File: config.mk
export PLATFORM = sky130hd
export DESIGN_NAME = gf2_rank_sa
export DESIGN_NICKNAME = d
export VERILOG_FILES = /design/src/cell_pkg.sv /design/src/mat_pkg.sv /design/src/gf2_rank_sa.sv /design/src/rank_collector.sv /design/src/elim_array.sv /design/src/elim_cell.sv /design/src/row_skewer.sv
export VERILOG_INCLUDE_DIRS = /design/src
export SDC_FILE = /design/constraint.sdc
export NUM_CORES = 1
export LEC_CHECK = 0
export BUFFER_PORTS_ARGS = -buffer_cell sky130_fd_sc_hd__buf_2
export CELL_PAD_IN_SITES_DETAIL_PLACEMENT = 0
export CELL_PAD_IN_SITES_GLOBAL_PLACEMENT = 1
export CORE_ASPECT_RATIO = 1.75
export CORE_MARGIN = 2
export CORE_UTILIZATION = 39
export DETAILED_ROUTE_END_ITERATION = 10
export PLACE_DENSITY_LB_ADDON = 0.1
export SETUP_SLACK_MARGIN = 0.5
export SYNTH_ARGS = -nofsm -noshare
export SYNTH_HDL_FRONTEND = slang
export SYNTH_HIERARCHICAL = 1
export SYNTH_SLANG_ARGS = --single-unit
File: constraint.sdc
create_clock -name clk -period 3.2 [get_ports clk]
set_clock_uncertainty 0.2 [all_clocks]
set_input_delay 0.16 -clock clk [delete_from_list [all_inputs] [get_ports clk]]
set_output_delay 0.16 -clock clk [all_outputs]
set_load 0.1 [all_outputs]
File: src/gf2_defs.svh
`ifndef GF2_DEFS_SVH
`define GF2_DEFS_SVH

// matrix size, also the array dimension
`define SA_N 4

// edges from the sampled start to the rising finish
`define SA_LAT (3 * `SA_N - 1)

// rank count must hold 0 to SA_N
`define SA_RANK_W 3

`endif
File: src/cell_pkg.sv
`default_nettype none

package cell_pkg;

  // leading marks the column where the row pivot has its first 1
  typedef enum logic [1:0] {
    cell_empty    = 2'd0,
    cell_captured = 2'd1,
    cell_leading  = 2'd2
  } cell_state_e;

  // decision passed to the right along an array row
  typedef enum logic [1:0] {
    sweep_none    = 2'd0,
    sweep_capture = 2'd1,
    sweep_reduce  = 2'd2
  } sweep_e;

endpackage

`default_nettype wire

File: src/mat_pkg.sv
`default_nettype none

`include "gf2_defs.svh"

package mat_pkg;

  // one matrix row, bit N-1 is column 0
  typedef logic [`SA_N-1:0] row_t;

  // number of pivots found
  typedef logic [`SA_RANK_W-1:0] rank_t;

  // one flag per array row
  typedef logic [`SA_N-1:0] pivot_vec_t;

endpackage

`default_nettype wire

File: src/gf2_rank_sa.sv
`timescale 1ns/1ps
`default_nettype none

`include "gf2_defs.svh"

module gf2_rank_sa (
  input  logic           clk,
  input  logic           rst_n,
  input  logic           start,
  input  mat_pkg::row_t  row_in,
  output logic           finish,
  output logic           full_rank,
  output mat_pkg::rank_t rank
);

  logic [`SA_N-1:0]    col_bit;
  logic                first_tok;
  logic                last_tok;
  mat_pkg::pivot_vec_t row_pivot;
  logic [`SA_N-1:0]    row_done;

  // parallel rows into skewed columns
  row_skewer u_row_skewer (
    .clk       (clk),
    .rst_n     (rst_n),
    .start     (start),
    .row_in    (row_in),
    .col_bit   (col_bit),
    .first_tok (first_tok),
    .last_tok  (last_tok)
  );

  elim_array u_elim_array (
    .clk       (clk),
    .rst_n     (rst_n),
    .col_bit   (col_bit),
    .first_tok (first_tok),
    .last_tok  (last_tok),
    .row_pivot (row_pivot),
    .row_done  (row_done)
  );

  // pivot count per matrix
  rank_collector u_rank_collector (
    .clk       (clk),
    .rst_n     (rst_n),
    .row_pivot (row_pivot),
    .row_done  (row_done),
    .finish    (finish),
    .full_rank (full_rank),
    .rank      (rank)
  );

endmodule

`default_nettype wire

File: src/rank_collector.sv
`timescale 1ns/1ps
`default_nettype none

`include "gf2_defs.svh"

module rank_collector (
  input  logic                clk,
  input  logic                rst_n,
  input  mat_pkg::pivot_vec_t row_pivot,
  input  logic [`SA_N-1:0]    row_done,
  output logic                finish,
  output logic                full_rank,
  output mat_pkg::rank_t      rank
);

  localparam int N = `SA_N;

  mat_pkg::pivot_vec_t aligned;
  mat_pkg::rank_t      pop_cnt;

  // row k finishes N-1-k cycles ahead of the bottom row
  for (genvar k = 0; k < N; k++) begin : g_align
    localparam int DEPTH = N - 1 - k;

    if (DEPTH == 0) begin : g_direct
      assign aligned[k] = row_pivot[k] & row_done[k];
    end else begin : g_delay
      logic [DEPTH-1:0] dly;

      always_ff @(posedge clk) begin
        dly[0] <= row_pivot[k] & row_done[k];
        for (int i = 1; i < DEPTH; i++) begin
          dly[i] <= dly[i-1];
        end
      end

      assign aligned[k] = dly[DEPTH-1];
    end
  end

  always_comb begin
    pop_cnt = '0;
    for (int k = 0; k < N; k++) begin
      pop_cnt = pop_cnt + mat_pkg::rank_t'(aligned[k]);
    end
  end

  // results hold until the next matrix finishes
  always_ff @(posedge clk) begin
    if (!rst_n) begin
      finish    <= 1'b0;
      full_rank <= 1'b0;
      rank      <= '0;
    end else begin
      finish <= row_done[N-1];
      if (row_done[N-1]) begin
        rank      <= pop_cnt;
        full_rank <= (pop_cnt == mat_pkg::rank_t'(N));
      end
    end
  end

endmodule

`default_nettype wire

File: src/elim_array.sv
`timescale 1ns/1ps
`default_nettype none

`include "gf2_defs.svh"

module elim_array (
  input  logic                clk,
  input  logic                rst_n,
  input  logic [`SA_N-1:0]    col_bit,
  input  logic                first_tok,
  input  logic                last_tok,
  output mat_pkg::pivot_vec_t row_pivot,
  output logic [`SA_N-1:0]    row_done
);

  localparam int N = `SA_N;

  // registers behind every cell
  logic             bit_q   [N][N];
  cell_pkg::sweep_e sweep_q [N][N];
  logic             first_q [N][N];
  logic             last_q  [N][N];
  logic             acc_q   [N][N];

  for (genvar k = 0; k < N; k++) begin : g_row
    for (genvar j = 0; j < N; j++) begin : g_col
      logic             bit_i;
      logic             first_i;
      logic             last_i;
      logic             acc_i;
      cell_pkg::sweep_e sweep_i;
      logic             bit_o;
      logic             first_o;
      logic             last_o;
      logic             piv_o;
      cell_pkg::sweep_e sweep_o;

      ////////////////////////////////////////////////////////////////////////
      // inputs from above and from the left
      ////////////////////////////////////////////////////////////////////////

      if (k == 0) begin : g_top
        assign bit_i = col_bit[j];
      end else begin : g_below
        assign bit_i = bit_q[k-1][j];
      end

      if (j == 0) begin : g_left
        assign sweep_i = cell_pkg::sweep_none;
        assign acc_i   = 1'b0;
        if (k == 0) begin : g_entry
          assign first_i = first_tok;
          assign last_i  = last_tok;
        end else begin : g_down
          assign first_i = first_q[k-1][0];
          assign last_i  = last_q[k-1][0];
        end
      end else begin : g_inner
        assign sweep_i = sweep_q[k][j-1];
        assign acc_i   = acc_q[k][j-1];
        assign first_i = first_q[k][j-1];
        assign last_i  = last_q[k][j-1];
      end

      elim_cell u_cell (
        .clk       (clk),
        .rst_n     (rst_n),
        .bit_in    (bit_i),
        .first_in  (first_i),
        .last_in   (last_i),
        .sweep_in  (sweep_i),
        .bit_out   (bit_o),
        .first_out (first_o),
        .last_out  (last_o),
        .sweep_out (sweep_o),
        .has_pivot (piv_o)
      );

      ////////////////////////////////////////////////////////////////////////
      // pipeline registers
      ////////////////////////////////////////////////////////////////////////

      if (k < N - 1) begin : g_bit_reg
        always_ff @(posedge clk) begin
          bit_q[k][j] <= bit_o;
        end
      end

      if (j < N - 1) begin : g_right_reg
        always_ff @(posedge clk) begin
          if (!rst_n) begin
            sweep_q[k][j] <= cell_pkg::sweep_none;
            first_q[k][j] <= 1'b0;
          end else begin
            sweep_q[k][j] <= sweep_o;
            first_q[k][j] <= first_o;
          end
        end
      end

      always_ff @(posedge clk) begin
        if (!rst_n) begin
          last_q[k][j] <= 1'b0;
        end else begin
          last_q[k][j] <= last_o;
        end
      end

      // row pivot flag built up alongside the last-row token
      always_ff @(posedge clk) begin
        acc_q[k][j] <= acc_i | piv_o;
      end
    end

    assign row_pivot[k] = acc_q[k][N-1];
    assign row_done[k]  = last_q[k][N-1];
  end

endmodule

`default_nettype wire

File: src/elim_cell.sv
`timescale 1ns/1ps
`default_nettype none

module elim_cell (
  input  logic             clk,
  input  logic             rst_n,
  input  logic             bit_in,
  input  logic             first_in,
  input  logic             last_in,
  input  cell_pkg::sweep_e sweep_in,
  output logic             bit_out,
  output logic             first_out,
  output logic             last_out,
  output cell_pkg::sweep_e sweep_out,
  output logic             has_pivot
);

  cell_pkg::cell_state_e state_q;
  cell_pkg::cell_state_e state_d;
  cell_pkg::cell_state_e state_cur;
  logic                  bit_q;
  logic                  bit_d;
  logic                  bit_cur;

  ////////////////////////////////////////////////////////////////////////////
  // decision
  ////////////////////////////////////////////////////////////////////////////

  always_comb begin
    // a new matrix wipes the old pivot first
    state_cur = first_in ? cell_pkg::cell_empty : state_q;
    bit_cur   = (state_cur == cell_pkg::cell_empty) ? 1'b0 : bit_q;

    state_d   = state_cur;
    bit_d     = bit_cur;
    bit_out   = bit_in;
    sweep_out = cell_pkg::sweep_none;

    case (sweep_in)
      cell_pkg::sweep_capture: begin
        // old pivot bit goes down, so an earlier lead swaps it out
        state_d   = cell_pkg::cell_captured;
        bit_d     = bit_in;
        bit_out   = bit_cur;
        sweep_out = cell_pkg::sweep_capture;
      end
      cell_pkg::sweep_reduce: begin
        bit_out   = bit_in ^ bit_cur;
        sweep_out = cell_pkg::sweep_reduce;
      end
      default: begin
        if (bit_in && state_cur == cell_pkg::cell_empty) begin
          state_d   = cell_pkg::cell_leading;
          bit_d     = 1'b1;
          bit_out   = bit_cur;
          sweep_out = cell_pkg::sweep_capture;
        end else if (bit_in && state_cur == cell_pkg::cell_leading) begin
          bit_out   = bit_in ^ bit_cur;
          sweep_out = cell_pkg::sweep_reduce;
        end
      end
    endcase
  end

  // tokens just ride along
  assign first_out = first_in;
  assign last_out  = last_in;

  // includes a capture made this cycle
  assign has_pivot = (state_d == cell_pkg::cell_leading);

  always_ff @(posedge clk) begin
    if (!rst_n) begin
      state_q <= cell_pkg::cell_empty;
    end else begin
      state_q <= state_d;
    end
  end

  always_ff @(posedge clk) begin
    bit_q <= bit_d;
  end

endmodule

`default_nettype wire

File: src/row_skewer.sv
`timescale 1ns/1ps
`default_nettype none

`include "gf2_defs.svh"

module row_skewer (
  input  logic                clk,
  input  logic                rst_n,
  input  logic                start,
  input  mat_pkg::row_t       row_in,
  output logic [`SA_N-1:0]    col_bit,
  output logic                first_tok,
  output logic                last_tok
);

  localparam int N     = `SA_N;
  localparam int CNT_W = $clog2(N);

  logic [CNT_W-1:0] row_cnt;

  // column j leaves after j+1 registers, col_bit[j] is column j
  for (genvar j = 0; j < N; j++) begin : g_col
    logic [j:0] dly;

    always_ff @(posedge clk) begin
      dly[0] <= row_in[N-1-j];
      for (int i = 1; i <= j; i++) begin
        dly[i] <= dly[i-1];
      end
    end

    assign col_bit[j] = dly[j];
  end

  // tokens line up with column 0 of row 0 and of row N-1
  always_ff @(posedge clk) begin
    if (!rst_n) begin
      row_cnt   <= '0;
      first_tok <= 1'b0;
      last_tok  <= 1'b0;
    end else begin
      first_tok <= start;
      last_tok  <= (row_cnt == CNT_W'(1));
      if (start) begin
        row_cnt <= CNT_W'(N - 1);
      end else if (row_cnt != '0) begin
        row_cnt <= row_cnt - CNT_W'(1);
      end
    end
  end

endmodule

`default_nettype wire

==> results.md <==
- Critical path class: reg2reg
- CTS Buffer Depth: 2
- Overall die area: 19600 um2
- FF/Latch Area: 3100 um2
- Clk pwr share: 45.0%
- Final slew viol count: 0
- Total grt overflow: 0
- Commonest non-fill, non-tap cell in the layout: dfxtp_1
- Design Area, Final: 7820 um2
- Hpwl dp: 8.44 mm
- Antenna-violating nets left: 0
- Port buffer count: 11
- Fin. Hold Viols: 0
- Clock Latency Late Sink: 0.42 ns
- Ant. Diodes: 0
- Reg-to-reg critical path startpoint: u_elim_array/last_q[3][0]
- Outcome: finished, final reports clean
- DRC Markers: 0
- Comb power frac: 7.8%
- Synthesized area: 7210 um2
- NumNets Final: 752
- Leakage: 2.96 nW
- Worst hold path stage count: 0
- Share of cells above drive strength 1: 21.2%
- Placed instance area: 7170 um2
- Postcts setup bufs: 0
- Mapped Cells: 710
- Net Sw Frac: 24.1%
- RSZ-0062 raised after global routing: no
- Setup tns final: 0 ns
- Die Ht: 184 um
- Worst R2R Setup Slack: 0.90 ns
- Peak fanout along the critical path: 7
- Synthesized area per cell: 10.2 um2
- R2R Path End: u_rank_collector/full_rank
- First-pass DRT Iterations: 4
- Root Buffer: clkbuf_16
- Worst min-delay path category: reg2reg
- GRT Total Usage: 13.0%
- CP bufs+invs: 1
- Die width: 107 um
- Startpoint types: register
- Finish-stage setup viols: 0
- Power per cell area: 552 nW/um2
- Final GP Congestion: 0.744
- Final Critical Period: 2.30 ns
- Startpoint of the worst hold path: u_rank_collector/g_align[1].g_delay.dly[0]
- Placement Rows: 65
- Cell family with most CP delay: adder cells
- 1st-iter DRT viols: 128
- Largest stage delay, worst path: 0.49 ns
- Worst Hold End: u_rank_collector/g_align[1].g_delay.dly[1]
- Vias in the first global route: 4764
- Stages on the worst setup path: 7
- CP dominant cell by count: ha_1
- TritonCTS Sinks: 149
- Core Area: 18100 um2
- WP data arrival: 2.46 ns
- Multi-input gate area: 3450 um2
- Internal power: 0.00328 W
- Final Core Density: 43.3%
- Wire length per cell: 12.1 um
- Largest net degree at the start of global routing: 51
- Area Overhead vs Synth: 8.38%
- Crit. End Element: register
- Post-route setup slack: 0.901 ns
- Vias post-DR: 4593
- Initial antenna violation count: 0
- Switching pwr: 0.00104 W
- CTS tree: done
- Peak VDD IR: 0.000294 V
- Commonest cells after routing, fill and taps aside: dfxtp_1, inv_1, and2_2
- TritonCTS buffer count: 17
- Share of total power in sequential cells: 47.2%
- Reg2reg path depth: 7
- CP cell instances: nand2_1 > fa_1 > inv_1 > ha_1 > ha_1 > nor4bb_4 > o21a_1
- Max_slew headroom: 50.8%
- Clock slew at reported path FFs: 0.06 ns
- Htree depth: 4
- Routed WL: 11.5 mm
- Yosys warning count: 6
- Period utilisation layout: 71.8%
- Fmax: 435 MHz
- Number of max-cap violations: 0
- Vias/cell: 4.81
- Worst-Margin Slew: 0.738 ns
- CP max-delay cell: dfxtp_1
- Initial Utilization: 39.9%
- Worst EP required: 3.36 ns
- Worst slack, placed: 0.896 ns
- First-pass GRT wire length: 20.6 mm
- IO Pins: 12
- Fillers: 1780
==> timing repair <==
item	in CTS	in global routing
hold buffers	5	0
resized for setup	0	0
hold endpoints to repair	7	0
==> stage by stage <==
stage | instances | power, W | hold WS [ns]
after floorplan | 725 | 0.00237 | -0.0123
after global placement | 918 | 0.00240 | 0.0618
after detailed placement | 918 | 0.00241 | 0.0636
after CTS | 955 | 0.00439 | 0.123
after global routing | 955 | 0.00453 | 0.134
final | 955 | 0.00432 | 0.123
==> state kept, by name, summed over array words and instances, names as in the netlist, named ones only <==
register and cells:
u_elim_array/acc_q 16, u_elim_array/bit_q 12, u_elim_array/first_q 12, u_elim_array/g_row.g_col.u_cell/state_q 32, u_elim_array/last_q 16, u_elim_array/sweep_q 24
u_rank_collector/finish 1, u_rank_collector/full_rank 1, u_rank_collector/g_align.g_delay.dly 6, u_rank_collector/rank 3, u_row_skewer/first_tok 1, u_row_skewer/g_col.dly 10
u_row_skewer/last_tok 1, u_row_skewer/row_cnt 2
==> cell type report <==
cell class | count | area share [%]
Tap cell | 234 | 3.75
Sequential cell | 149 | 39.7
Multi-Input combinational cell | 452 | 44.1
Timing Repair Buffer | 18 | 1.54
Clock inverter | 11 | 1.26
Inverter | 70 | 3.36
Clock buffer | 21 | 6.31
==> how the worst max path moves through the flow <==
stage,from,endpoint
floorplan,u_elim_array/last_q[3][0],u_rank_collector/full_rank
global placement,u_elim_array/last_q[3][0],u_rank_collector/full_rank
detailed placement,u_elim_array/last_q[3][0],u_rank_collector/full_rank
CTS,u_elim_array/last_q[3][0],u_rank_collector/full_rank
global route,u_elim_array/last_q[3][0],u_rank_collector/full_rank
finish,u_elim_array/last_q[3][0],u_rank_collector/full_rank
==> metal layers <==
layer	global-route usage (%)	share of wire, %
met1	12.4	41
met2	25.4	56
met3	2.80	1.6
met4	6.39	1.7
met5	0	0
==> worst reg2reg max path, cell delays in order (launching register included) <==
cell and delay, ns:
dfxtp_1 0.49, nand2_1 0.13, fa_1 0.49, inv_1 0.04
ha_1 0.17, ha_1 0.32, nor4bb_4 0.26, o21a_1 0.15
==> power groups by stage <==
stage          logic, W  clock network, W  registers, W
6_report       0.000335           0.00194       0.00204
5_1_grt        0.000378           0.00210       0.00205
3_3_place_gp   0.000322                 0       0.00208
3_5_place_dp   0.000327                 0       0.00208
4_1_cts        0.000332           0.00202       0.00204
2_1_floorplan  0.000312                 0       0.00206
(Power assumes the default switching activity.)
